`src/hdl/isaPkg.sv`:
```
`default_nettype none

package isaPkg;

	// ==============================
	// Instruction word format
	// ==============================

	// Instruction words are 80 bits wide and postfix payloads reach up to bit 71
	localparam int insWidth = 80;

	// The opcode occupies the low seven bits and everything above is payload
	typedef struct packed {
		logic [insWidth-8:0] payload;
		logic [6:0] opcode;
	} instruction_t;

	// A base instruction in element 0 followed by the three words after it
	typedef instruction_t [3:0] insGroup_t;

	// ==============================
	// Opcodes
	// ==============================

	localparam logic [6:0] NOP = 7'h00;
	localparam logic [6:0] ADDI = 7'h04;
	localparam logic [6:0] CMPI = 7'h05;
	localparam logic [6:0] MULI = 7'h06;
	localparam logic [6:0] DIVI = 7'h07;
	localparam logic [6:0] SUBFI = 7'h08;
	localparam logic [6:0] SLTI = 7'h09;
	localparam logic [6:0] ANDI = 7'h0A;
	localparam logic [6:0] ORI = 7'h0B;
	localparam logic [6:0] EORI = 7'h0C;
	localparam logic [6:0] CSR = 7'h0D;
	localparam logic [6:0] RTD = 7'h0E;
	localparam logic [6:0] JSR = 7'h0F;

	// Loads and the cache control op share the memory immediate format
	localparam logic [6:0] LDB = 7'h10;
	localparam logic [6:0] LDBU = 7'h11;
	localparam logic [6:0] LDW = 7'h12;
	localparam logic [6:0] LDWU = 7'h13;
	localparam logic [6:0] LDT = 7'h14;
	localparam logic [6:0] LDTU = 7'h15;
	localparam logic [6:0] LDO = 7'h16;
	localparam logic [6:0] LDA = 7'h17;
	localparam logic [6:0] CACHE = 7'h18;
	localparam logic [6:0] STB = 7'h20;
	localparam logic [6:0] STW = 7'h21;
	localparam logic [6:0] STT = 7'h22;
	localparam logic [6:0] STO = 7'h23;

	localparam logic [6:0] FENCE = 7'h28;
	localparam logic [6:0] FLT2 = 7'h2A;
	localparam logic [6:0] FLT3 = 7'h2B;
	localparam logic [6:0] VEC = 7'h6C;
	localparam logic [6:0] VECZ = 7'h6D;

	// Each postfix family keeps its upper five bits, the low two give the size
	localparam logic [6:0] PFXA32 = 7'h78;
	localparam logic [6:0] PFXA64 = 7'h79;
	localparam logic [6:0] PFXA128 = 7'h7A;
	localparam logic [6:0] PFXB32 = 7'h74;
	localparam logic [6:0] PFXB64 = 7'h75;
	localparam logic [6:0] PFXB128 = 7'h76;
	localparam logic [6:0] PFXC32 = 7'h70;
	localparam logic [6:0] PFXC64 = 7'h71;
	localparam logic [6:0] PFXC128 = 7'h72;

	// True when op is one of the three sizes of the family led by fam
	function automatic logic isFamily(input logic [6:0] op, input logic [6:0] fam);
		return (op[6:2] == fam[6:2]) && (op[1:0] != 2'd3);
	endfunction

	function automatic logic isPostfix(input logic [6:0] op);
		return isFamily(op, PFXA32) || isFamily(op, PFXB32) || isFamily(op, PFXC32);
	endfunction

	function automatic logic isVecQual(input logic [6:0] op);
		return (op == VEC) || (op == VECZ);
	endfunction

endpackage

`default_nettype wire

```
`src/hdl/fpPkg.sv`:
```
`default_nettype none

package fpPkg;

	// ==============================
	// IEEE 754 binary32
	// ==============================

	localparam int sglExpW = 8;
	localparam int sglManW = 23;
	localparam int sglBias = 127;

	// ==============================
	// IEEE 754 binary64
	// ==============================

	localparam int dblExpW = 11;
	localparam int dblManW = 52;
	localparam int dblBias = 1023;

endpackage

`default_nettype wire

```
`src/hdl/instrGroupWindow.sv`:
```
`timescale 1ns/1ps
`default_nettype none

module instrGroupWindow (
	input wire logic clk,
	input wire logic rst,
	input wire logic insValid,
	input wire isaPkg::instruction_t insWord,
	output logic push,
	output isaPkg::insGroup_t pushGroup
);

	// Slot 0 is the oldest word, slot 3 the newest
	isaPkg::insGroup_t slots;
	isaPkg::insGroup_t nextSlots;
	// Number of valid slots since reset which stops counting at four
	logic [2:0] fill;
	logic groupStart;

	// An accepted word enters at slot 3 and the rest move one place down
	assign nextSlots = {insWord, slots[3:1]};

	// The word about to become oldest must begin an instruction
	assign groupStart = !isaPkg::isPostfix(nextSlots[0].opcode) &&
		!isaPkg::isVecQual(nextSlots[0].opcode);

	// The slots hold still between accepts, so they stay valid through the push cycle
	assign pushGroup = slots;

	always_ff @(posedge clk) begin
		if (rst) begin
			fill <= 3'd0;
			push <= 1'b0;
		end
		else begin
			push <= 1'b0;
			if (insValid) begin
				if (fill != 3'd4) begin
					fill <= fill + 3'd1;
				end
				// Three valid slots now plus the new word make a full window
				push <= (fill >= 3'd3) && groupStart;
			end
		end
	end

	always_ff @(posedge clk) begin
		if (insValid) begin
			slots <= nextSlots;
		end
	end

endmodule

`default_nettype wire

```
`src/hdl/groupQueue.sv`:
```
`timescale 1ns/1ps
`default_nettype none

module groupQueue #(
	parameter int queueDepth = 8,
	parameter type itemType = logic [7:0]
) (
	input wire logic clk,
	input wire logic rst,
	input wire logic push,
	input wire logic pop,
	input wire itemType pushItem,
	output itemType popItem,
	output logic empty,
	output logic fetchHold
);

	localparam int ptrW = (queueDepth > 1) ? $clog2(queueDepth) : 1;
	localparam int cntW = $clog2(queueDepth + 1);
	localparam logic [ptrW-1:0] lastPtr = ptrW'(queueDepth - 1);
	localparam logic [cntW-1:0] fullLevel = cntW'(queueDepth);
	// One free entry is kept for the group that may still be in the window
	localparam logic [cntW-1:0] holdLevel = cntW'(queueDepth - 1);

	itemType mem [queueDepth];
	logic [ptrW-1:0] rdPtr;
	logic [ptrW-1:0] wrPtr;
	logic [cntW-1:0] count;
	logic full;
	logic wrEn;
	logic rdEn;

	assign full = count == fullLevel;
	assign empty = count == '0;
	assign fetchHold = count >= holdLevel;
	assign wrEn = push && !full;
	assign rdEn = pop && !empty;

	// The head is visible combinationally so the decoder sees it as soon as it lands
	assign popItem = mem[rdPtr];

	always_ff @(posedge clk) begin
		if (rst) begin
			rdPtr <= '0;
			wrPtr <= '0;
			count <= '0;
		end
		else begin
			if (wrEn) begin
				wrPtr <= (wrPtr == lastPtr) ? '0 : wrPtr + 1'b1;
			end
			if (rdEn) begin
				rdPtr <= (rdPtr == lastPtr) ? '0 : rdPtr + 1'b1;
			end
			// Simultaneous push and pop leave the count unchanged
			if (wrEn && !rdEn) begin
				count <= count + 1'b1;
			end
			else if (rdEn && !wrEn) begin
				count <= count - 1'b1;
			end
		end
	end

	always_ff @(posedge clk) begin
		if (wrEn) begin
			mem[wrPtr] <= pushItem;
		end
	end

	// The window and source must respect fetchHold so the queue never overflows
	noPushWhenFull: assert property (@(posedge clk) disable iff (rst) push |-> !full)
		else $error("groupQueue: push while full");

	noPopWhenEmpty: assert property (@(posedge clk) disable iff (rst) pop |-> !empty)
		else $error("groupQueue: pop while empty");

endmodule

`default_nettype wire

```
`src/hdl/fpCvt32To64.sv`:
```
`timescale 1ns/1ps
`default_nettype none

module fpCvt32To64 (
	input wire logic [31:0] sgl,
	output logic [63:0] dbl
);

	localparam int manPad = fpPkg::dblManW - fpPkg::sglManW;
	localparam int expPad = fpPkg::dblExpW - fpPkg::sglExpW;
	// Difference between the two exponent biases
	localparam logic [fpPkg::dblExpW-1:0] rebias =
		fpPkg::dblExpW'(fpPkg::dblBias - fpPkg::sglBias);

	logic sign;
	logic [fpPkg::sglExpW-1:0] sglExp;
	logic [fpPkg::sglManW-1:0] sglMan;
	logic [fpPkg::dblExpW-1:0] dblExp;
	logic [fpPkg::dblManW-1:0] dblMan;

	assign sign = sgl[31];
	assign sglExp = sgl[30:fpPkg::sglManW];
	assign sglMan = sgl[fpPkg::sglManW-1:0];

	// The single mantissa becomes the top of the double mantissa
	assign dblMan = {sglMan, {manPad{1'b0}}};

	always_comb begin
		dblExp = {{expPad{1'b0}}, sglExp} + rebias;
		if (sglExp == '0) begin
			// Denormals are flushed, only the sign survives
			dbl = {sign, {(fpPkg::dblExpW + fpPkg::dblManW){1'b0}}};
		end
		else if (sglExp == '1) begin
			// Infinity stays infinity and a NaN keeps its payload bits
			dbl = {sign, {fpPkg::dblExpW{1'b1}}, dblMan};
		end
		else begin
			dbl = {sign, dblExp, dblMan};
		end
	end

endmodule

`default_nettype wire

```
`src/hdl/immDecoder.sv`:
```
`timescale 1ns/1ps
`default_nettype none

module immDecoder (
	input wire logic clk,
	input wire logic rst,
	input wire logic stall,
	input wire logic empty,
	input wire isaPkg::insGroup_t popGroup,
	output logic pop,
	output logic [63:0] imma,
	output logic [63:0] immb,
	output logic [63:0] immc,
	output logic immValid
);

	// Postfix families in the order they are accepted with A first
	localparam logic [2:0][6:0] famOp = {isaPkg::PFXC32, isaPkg::PFXB32, isaPkg::PFXA32};

	isaPkg::instruction_t baseWord;
	isaPkg::instruction_t pfxWord [3];
	logic [2:0] pfxHit;
	logic [2:0] ndx;
	logic [63:0] cvtOut [3];
	logic [63:0] immNext [3];
	logic [63:0] baseImm;
	logic flt;

	// A group is taken whenever one is waiting and downstream is not frozen
	assign pop = !empty && !stall;

	assign baseWord = popGroup[0];
	assign flt = (baseWord.opcode == isaPkg::FLT2) || (baseWord.opcode == isaPkg::FLT3);

	// ==============================
	// Base immediate
	// ==============================

	always_comb begin
		case (baseWord.opcode)
		isaPkg::ADDI, isaPkg::CMPI, isaPkg::MULI, isaPkg::DIVI, isaPkg::SUBFI, isaPkg::SLTI,
		isaPkg::LDB, isaPkg::LDBU, isaPkg::LDW, isaPkg::LDWU, isaPkg::LDT, isaPkg::LDTU,
		isaPkg::LDO, isaPkg::LDA, isaPkg::CACHE,
		isaPkg::STB, isaPkg::STW, isaPkg::STT, isaPkg::STO:
			baseImm = {{51{baseWord[31]}}, baseWord[31:19]};
		// Ones above the field so a short mask keeps the upper bits
		isaPkg::ANDI:
			baseImm = {{51{1'b1}}, baseWord[31:19]};
		isaPkg::ORI, isaPkg::EORI:
			baseImm = {51'd0, baseWord[31:19]};
		isaPkg::CSR:
			baseImm = {53'd0, baseWord[29:19]};
		// Return and call carry a wider 21-bit displacement
		isaPkg::RTD, isaPkg::JSR:
			baseImm = {{43{baseWord[39]}}, baseWord[39:19]};
		isaPkg::FENCE:
			baseImm = {48'd0, baseWord[23:8]};
		default:
			baseImm = '0;
		endcase
	end

	// ==============================
	// Postfix scan
	// ==============================

	always_comb begin
		ndx = 3'd1;
		pfxHit = '0;
		for (int f = 0; f < 3; f++) begin
			pfxWord[f] = '0;
		end
		// A vector qualifier sits between the base and its postfixes
		if (isaPkg::isVecQual(popGroup[1].opcode)) begin
			ndx = 3'd2;
		end
		// Postfixes only count when they come in A, B, C order
		for (int f = 0; f < 3; f++) begin
			if (ndx < 3'd4) begin
				if (isaPkg::isFamily(popGroup[ndx[1:0]].opcode, famOp[f])) begin
					pfxHit[f] = 1'b1;
					pfxWord[f] = popGroup[ndx[1:0]];
					ndx = ndx + 3'd1;
				end
			end
		end
	end

	for (genvar g = 0; g < 3; g++) begin : genCvt
		fpCvt32To64 uCvt (
			.sgl(pfxWord[g][39:8]),
			.dbl(cvtOut[g])
		);
	end

	always_comb begin
		immNext[0] = '0;
		immNext[1] = baseImm;
		immNext[2] = '0;
		for (int f = 0; f < 3; f++) begin
			if (pfxHit[f]) begin
				// The low opcode bits give the postfix size and 128-bit forms decode to zero
				case (pfxWord[f].opcode[1:0])
				2'd0: immNext[f] = flt ? cvtOut[f] : {{32{pfxWord[f][39]}}, pfxWord[f][39:8]};
				2'd1: immNext[f] = pfxWord[f][71:8];
				default: immNext[f] = '0;
				endcase
			end
		end
	end

	// ==============================
	// Output registers
	// ==============================

	always_ff @(posedge clk) begin
		if (rst) begin
			immValid <= 1'b0;
		end
		else begin
			immValid <= pop;
		end
	end

	always_ff @(posedge clk) begin
		if (pop) begin
			imma <= immNext[0];
			immb <= immNext[1];
			immc <= immNext[2];
		end
	end

	// The queue's empty flag must come out of reset clean for immValid to be known
	immValidKnown: assert property (@(posedge clk) disable iff (rst) !$isunknown(immValid))
		else $error("immDecoder: immValid unknown");

endmodule

`default_nettype wire

```
`src/hdl/immDecodeTop.sv`:
```
`timescale 1ns/1ps
`default_nettype none

module immDecodeTop #(
	parameter int queueDepth = 8
) (
	input wire logic clk,
	input wire logic rst,
	input wire logic insValid,
	input wire logic stall,
	input wire isaPkg::instruction_t insWord,
	output logic fetchHold,
	output logic [63:0] imma,
	output logic [63:0] immb,
	output logic [63:0] immc,
	output logic immValid
);

	logic push;
	logic pop;
	logic empty;
	isaPkg::insGroup_t pushGroup;
	isaPkg::insGroup_t popGroup;

	// Words are gathered into groups here
	instrGroupWindow uWindow (
		.clk(clk),
		.rst(rst),
		.insValid(insValid),
		.insWord(insWord),
		.push(push),
		.pushGroup(pushGroup)
	);

	groupQueue #(
		.queueDepth(queueDepth),
		.itemType(isaPkg::insGroup_t)
	) uQueue (
		.clk(clk),
		.rst(rst),
		.push(push),
		.pop(pop),
		.pushItem(pushGroup),
		.popItem(popGroup),
		.empty(empty),
		.fetchHold(fetchHold)
	);

	immDecoder uDecoder (
		.clk(clk),
		.rst(rst),
		.stall(stall),
		.empty(empty),
		.popGroup(popGroup),
		.pop(pop),
		.imma(imma),
		.immb(immb),
		.immc(immc),
		.immValid(immValid)
	);

endmodule

`default_nettype wire

```
`config.mk`:
```
export PLATFORM = sky130hd
export DESIGN_NAME = immDecodeTop
export DESIGN_NICKNAME = d
export VERILOG_FILES = /design/src/hdl/isaPkg.sv /design/src/hdl/fpPkg.sv /design/src/hdl/instrGroupWindow.sv /design/src/hdl/groupQueue.sv /design/src/hdl/fpCvt32To64.sv /design/src/hdl/immDecoder.sv /design/src/hdl/immDecodeTop.sv
export SDC_FILE = /design/constraint.sdc
export NUM_CORES = 2
export LEC_CHECK = 0
export BUFFER_PORTS_ARGS = -buffer_cell sky130_fd_sc_hd__buf_2
export CORE_ASPECT_RATIO = 1.5
export CORE_MARGIN = 1
export CORE_UTILIZATION = 54
export CTS_BUF_LIST = sky130_fd_sc_hd__clkbuf_16
export CTS_CLUSTER_DIAMETER = 50
export CTS_CLUSTER_SIZE = 30
export DETAILED_ROUTE_END_ITERATION = 8
export MAX_ROUTING_LAYER = met4
export PLACE_DENSITY = 0.7
export SYNTH_ARGS = -nofsm -noshare
export SYNTH_HDL_FRONTEND = slang
export SYNTH_SLANG_ARGS = --single-unit
```
`constraint.sdc`:
```
create_clock -name clk -period 60.4 [get_ports clk]
set_clock_uncertainty 0.1 [all_clocks]
set_input_delay 6.04 -clock clk [delete_from_list [all_inputs] [get_ports clk]]
set_output_delay 6.04 -clock clk [all_outputs]
set_load 0.005 [all_outputs]
```
# ---- Word level (Yosys, flattened, before mapping)
# Memories as Yosys holds them, arrays and structs flattened. A register that Yosys moved wholly into a read port is not among the register bits.
# Cells that the tools add are included.
dict set report op_classes {
  add_sub_neg 10
  order_cmp 8
  n_eq_ne 52
  n_mux 45
  bitwise_logic 1
  reduce_logical 38
}
# op n
set op_table {}
lappend op_table {{two-way mux 72 bit} 9}
lappend op_table {{two-way mux 63 bit} 9}
lappend op_table {{binary-select mux 80 bit (select 2 bit)} 3}
lappend op_table {{one-hot mux 64 bit (2 select lines)} 3}
lappend op_table {{one-hot mux 64 bit (6 select lines)} 1}
lappend op_table {{two-way mux 64 bit} 1}
lappend op_table {{equality test 7 x 5 -> 1 bit (second input constant)} 9}
lappend op_table {{equality test 7 x 4 -> 1 bit (second input constant)} 8}
lappend op_table {{equality test 7 x 6 -> 1 bit (second input constant)} 7}
lappend op_table {{adder 8 x 10 -> 11 bit (second input constant)} 3}
lappend op_table {{equality test 5 bit (second input constant)} 6}
lappend op_table {{equality test 7 x 3 -> 1 bit (second input constant)} 4}
lappend op_table {{equality test 7 bit (second input constant)} 4}
lappend op_table {{equality test 8 bit (second input constant)} 3}
lappend op_table {{logical NOT 8 bit} 3}
lappend op_table {{two-way mux 3 bit} 8}
lappend op_table {{OR reduction 19 bit} 1}
lappend op_table {{logical AND 1 bit} 13}
lappend op_table {{adder 3 x 1 -> 3 bit (second input constant)} 4}
lappend op_table {{< comparator 2 x 3 -> 1 bit (second input constant)} 4}
lappend op_table {{two-way mux 1 bit} 8}
lappend op_table {{two-way mux 4 bit} 2}
lappend op_table {{!= test 2 bit (second input constant)} 4}
lappend op_table {{logical NOT 1 bit} 7}
lappend op_table {{18 further kinds} 30}
dict set report totals {
  regBits 527
  mem_bits_rw 2560
  input_bits 84
  output_inout_bits 194
  wordCells 172
  memories 1
}
# name words width rd rd_clocked_by_memory_dff write_ports line
set memory_table {}
lappend memory_table {uQueue.mem 8 320 1 1 1 groupQueue.sv:25} ;# itemType mem [queueDepth];

# ---- Depth between registers and ports, before layout
dict set report depth {
  ltp_word 26
  depth_mapped 27
  mapped_depth_nobuf 18
}

# ---- By module
# Synthesis repeated with hierarchy kept, for this count alone.
dict set report hier_totals {
  cells_unflattened 5615
  area_unflattened_um2 122730.2
}
# module n_inst cells_each area_per_inst_um2 seq_area_each_um2
set by_module_without_submodules {}
lappend by_module_without_submodules {groupQueue 1 3775 96759.0 77134.0}
lappend by_module_without_submodules {immDecoder 1 1275 14463.9 5785.5}
lappend by_module_without_submodules {instrGroupWindow 1 346 9848.2 9689.3}
lappend by_module_without_submodules {fpCvt32To64 3 73 553.0 0.0}

# ---- Worst setup path before layout
# No wires, ideal clock.
dict set report synth_path {
  path_kind {flip-flop to flip-flop}
  startpoint {register uQueue.count[0]}
  endpoint {memory uQueue.mem[4][0] in the netlist's numbering (enable)}
  t_arrival_ns 29.578
  required_ns 58.578
  setup_slack_ns 29.000
  stages_incl_launch_ff 5
  path_buffers 0
  synth_period_minus_slack_ns 31.400
  path_cell_list {dfxtp_1 nor3_1 nand2_1 nand2_1 nor4b_1}
}
dict set report synth_between {
  elab_chain_cells 5
}
# item line
set synth_lines {}
lappend synth_lines {{start: declaration} groupQueue.sv:28} ;# logic [cntW-1:0] count;
lappend synth_lines {{start signal: assignment} groupQueue.sv:57} ;# count <= count + 1'b1;
lappend synth_lines {{start signal: assignment} groupQueue.sv:60} ;# count <= count - 1'b1;
lappend synth_lines {{equality test 4 bit} groupQueue.sv:33} ;# assign full = count == fullLevel;
lappend synth_lines {{logical NOT 1 bit} groupQueue.sv:36} ;# assign wrEn = push && !full;
lappend synth_lines {{logical AND 1 bit} groupQueue.sv:36}
lappend synth_lines {{two-way mux 1 bit} groupQueue.sv:66} ;# if (wrEn) begin
lappend synth_lines {{two-way mux 1 bit (not written as such)} groupQueue.sv:67} ;# mem[wrPtr] <= pushItem;
lappend synth_lines {{end: declaration} groupQueue.sv:25}
# Every way passes these cells.

==> metrics.yaml <==
setup_viol: 0
grt_start_max_net_pins: 143
grt_pass1_wl_mm: 391
clock_sinks: 2766
first_iter_violations: 8145
worstPathRequired_ns: 60.86
finalCritPeriodShare_pct: 19.2
cts_tree: "built"
fp.dieH_um: 552
period_minus_slack_ns: 11.60
cts_buffer_depth: 4
synth_top_area_cell: "edfxtp_1"
hp-class: "register to register"
leakage_nw: 38.5
syn_area_per_cell_um2: 19.7
fp.dieW_um: 368
cts_hold_buf: 0
startpoint_type: "register"
dp_hpwl_mm: 168
status: "completed"
synth_area_leaders: "edfxtp_1 (76%), mux4_2 (12%), mux2i_1 (2.4%), nand2_1 (1.7%), nor2_1 (1.1%)"
synth_edf_count: 2748
ios: 278
gp_congestion: 1.01
first_pass_iters: 7
viasPerCell: 6.55
drcViolationCount: 0
final_common_cell: "edfxtp_1"
max-vdd-ir-drop_v: 0.0000350
dr_total_vias: 56000
numPortBuffers: 268
worst_setup_path_end_kind: "register"
drv_cap: 0
htreeDepth: 4
seq_area_frac_synth_pct: 76.2
grt_overflow: 0
synth_ff_type: "edfxtp_1"
critPathKind: "register to register"
clkTransAtPathRegs_ns: 0.10
ys_seq_elements: 2766
postRouteAntennaNets: 0
wirelength_mm: 278
wire_per_inst_um: 32.5
synth_nets: 5633
reg2reg_slack_ns: 48.80
max_freq_mhz: 86.2
power_density_mw_per_mm2: 38.0
final_max_slew_viol_count: 0
finalHoldViolCount: 0
worstPathArrival_ns: 12.06
rsz0062_at_grt: "false"
final_cell_mix: "edfxtp_1 (2748), mux4_2 (598), nand2_1 (479), nor2_1 (328), buf_2 (267)"
setup_tns_ns: 0
synth_area_mm2: 0.109
slew_headroom_pct: 3.15
worst_slew_pin_slew_ns: 1.45
core_mm2: 0.200
row_count: 201
cts_setup_buffers: 0
root_buffer: "clkbuf_16"
ys_async_sr_fraction_pct: 0
crit_path_max_fanout: 65
cts_resized: 0
netlist.area_leader.share_pct: 75.9
clk_latency_ns: 0.86
antenna_found_initial: 32
dieArea_mm2: 0.203
grt_usage_pct: 28.0
synthToLayoutAreaGrowth_pct: 9.48
final_core_util_pct: 59.6
final_nets: 5862
cts_buffers: 163
start_util_pct: 54.4
synth_cells: 5536
yosys_warnings: 0
drive_gt1_share_pct: 22.5
grt_pass1_vias: 53600
synth_cell_type_count: 84
## final timing paths
check,startpoint,to,cells after the start
setup / recovery,register,uDecoder.immc[61]$_SDFFCE_PN0P_,22
hold / removal,uQueue.rdPtr[1]$_SDFFE_PP0P_,register,2
setup reg to reg,register,uDecoder.immc[61]$_SDFFCE_PN0P_,22
hold reg to reg,uQueue.rdPtr[1]$_SDFFE_PP0P_,register,2
## metal layers
layer / share of wire [%] / GRT usage (%) / vias up
li1: - / - / 23000
met1: 37 / 37.4 / 29100
met2: 47 / 42.0 / 3375
met3: 12 / 6.68 / 577
met4: 4.4 / 11.1 / 0
met5: 0 / - / -
## report_power, final
| part | leakage [nW] | total, W | switching (W) | internal [W] |
|---|---|---|---|---|
| logic | 10.5 | 0.000978 | 0.000603 | 0.000375 |
| clock network | 2.83 | 0.00127 | 0.000683 | 0.000586 |
| registers | 25.2 | 0.00227 | 0.0000632 | 0.00221 |
| total | 38.5 | 0.00452 | 0.00135 | 0.00317 |
## flip-flops by register name, summed over array words and instances, names as in the netlist, named ones only
signal	cells
uQueue.wrPtr	3
uWindow.fill	3
uWindow.push	1
uQueue.mem	2272
uDecoder.imma	64
uDecoder.immValid	1
uWindow.pushGroup	284
uDecoder.immb	64
uQueue.rdPtr	3
uQueue.count	4
uDecoder.immc	64
## per-stage QoR
stage	instance area [µm²]	power, W	instances	setup slack [ns]	hold slack [ns]
2_1_floorplan	109000	0.00292	5536	29.00	0.347
3_5_place_dp	113000	0.00328	8239	49.15	0.368
3_3_place_gp	113000	0.00327	8239	49.24	0.366
5_1_grt	119000	0.00466	8551	48.68	0.421
6_report	119000	0.00452	8555	48.80	0.382
4_1_cts	119000	0.00453	8527	49.14	0.390
## cell usage after synthesis, types with 6 or more instances
| library cell | n |
|---|---|
| inv_1 | 38 |
| a221oi_1 | 7 |
| a22oi_1 | 13 |
| buf_1 | 61 |
| o21ai_0 | 81 |
| a31oi_1 | 9 |
| nor2b_1 | 7 |
| o22ai_1 | 32 |
| or3_1 | 9 |
| nand4b_1 | 8 |
| mux2_2 | 21 |
| o221ai_1 | 50 |
| buf_6 | 7 |
| o32ai_1 | 25 |
| nor2_1 | 330 |
| clkbuf_1 | 122 |
| a22o_1 | 9 |
| edfxtp_1 | 2748 |
| ha_1 | 12 |
| nand2b_1 | 10 |
| mux2i_1 | 260 |
| buf_4 | 13 |
| buf_2 | 120 |
| nor3_1 | 22 |
| o211ai_1 | 29 |
| and2_1 | 8 |
| a21oi_1 | 162 |
| a211oi_1 | 33 |
| o21ai_1 | 7 |
| nor3b_1 | 26 |
| nand3_1 | 34 |
| nand2_1 | 479 |
| a2111oi_0 | 16 |
| dfxtp_1 | 18 |
| and3_1 | 6 |
| o2111ai_1 | 17 |
| mux4_2 | 598 |
## area by class of cell
class	count	area, µm²
Antenna cell	28	70.1
Clock inverter	123	1700
Inverter	42	180
Tap cell	2639	3300
Timing Repair Buffer	387	2410
Clock buffer	165	4130
Sequential cell	2766	82900
Multi-Input combinational cell	2405	24400
Fill cell	14200	80800
## critical path: stages (launching register included)
cell and delay (ns):
dfxtp_4 0.66, buf_4 0.79, buf_4 0.77, buf_4 0.88
mux4_2 0.62, nand2_1 0.08, nand2_1 0.12, a31o_2 0.27
o211a_4 0.22, ha_4 0.36, inv_2 0.71, buf_4 0.63
nand2_1 0.16, o22ai_1 0.33, or3_1 0.33, o221a_4 0.65
buf_4 0.65, buf_4 0.53, mux2i_1 0.30, nor4_1 0.38
nand4_1 0.28, a21oi_1 0.84, o32ai_1 0.24
## kinds of logic after synthesis
logic type | Yosys count | synth area share (%)
xor gates and xnor gates | 6 | 0.0483
adders and majority gates | 13 | 0.156
and+or+nand+nor | 961 | 3.68
buffers and inverters | 365 | 1.50
AOI/OAI and AO/OA | 542 | 3.37
muxes | 883 | 15.1
DFF | 2766 | 76.2
Power figures use the tool's default switching activity.
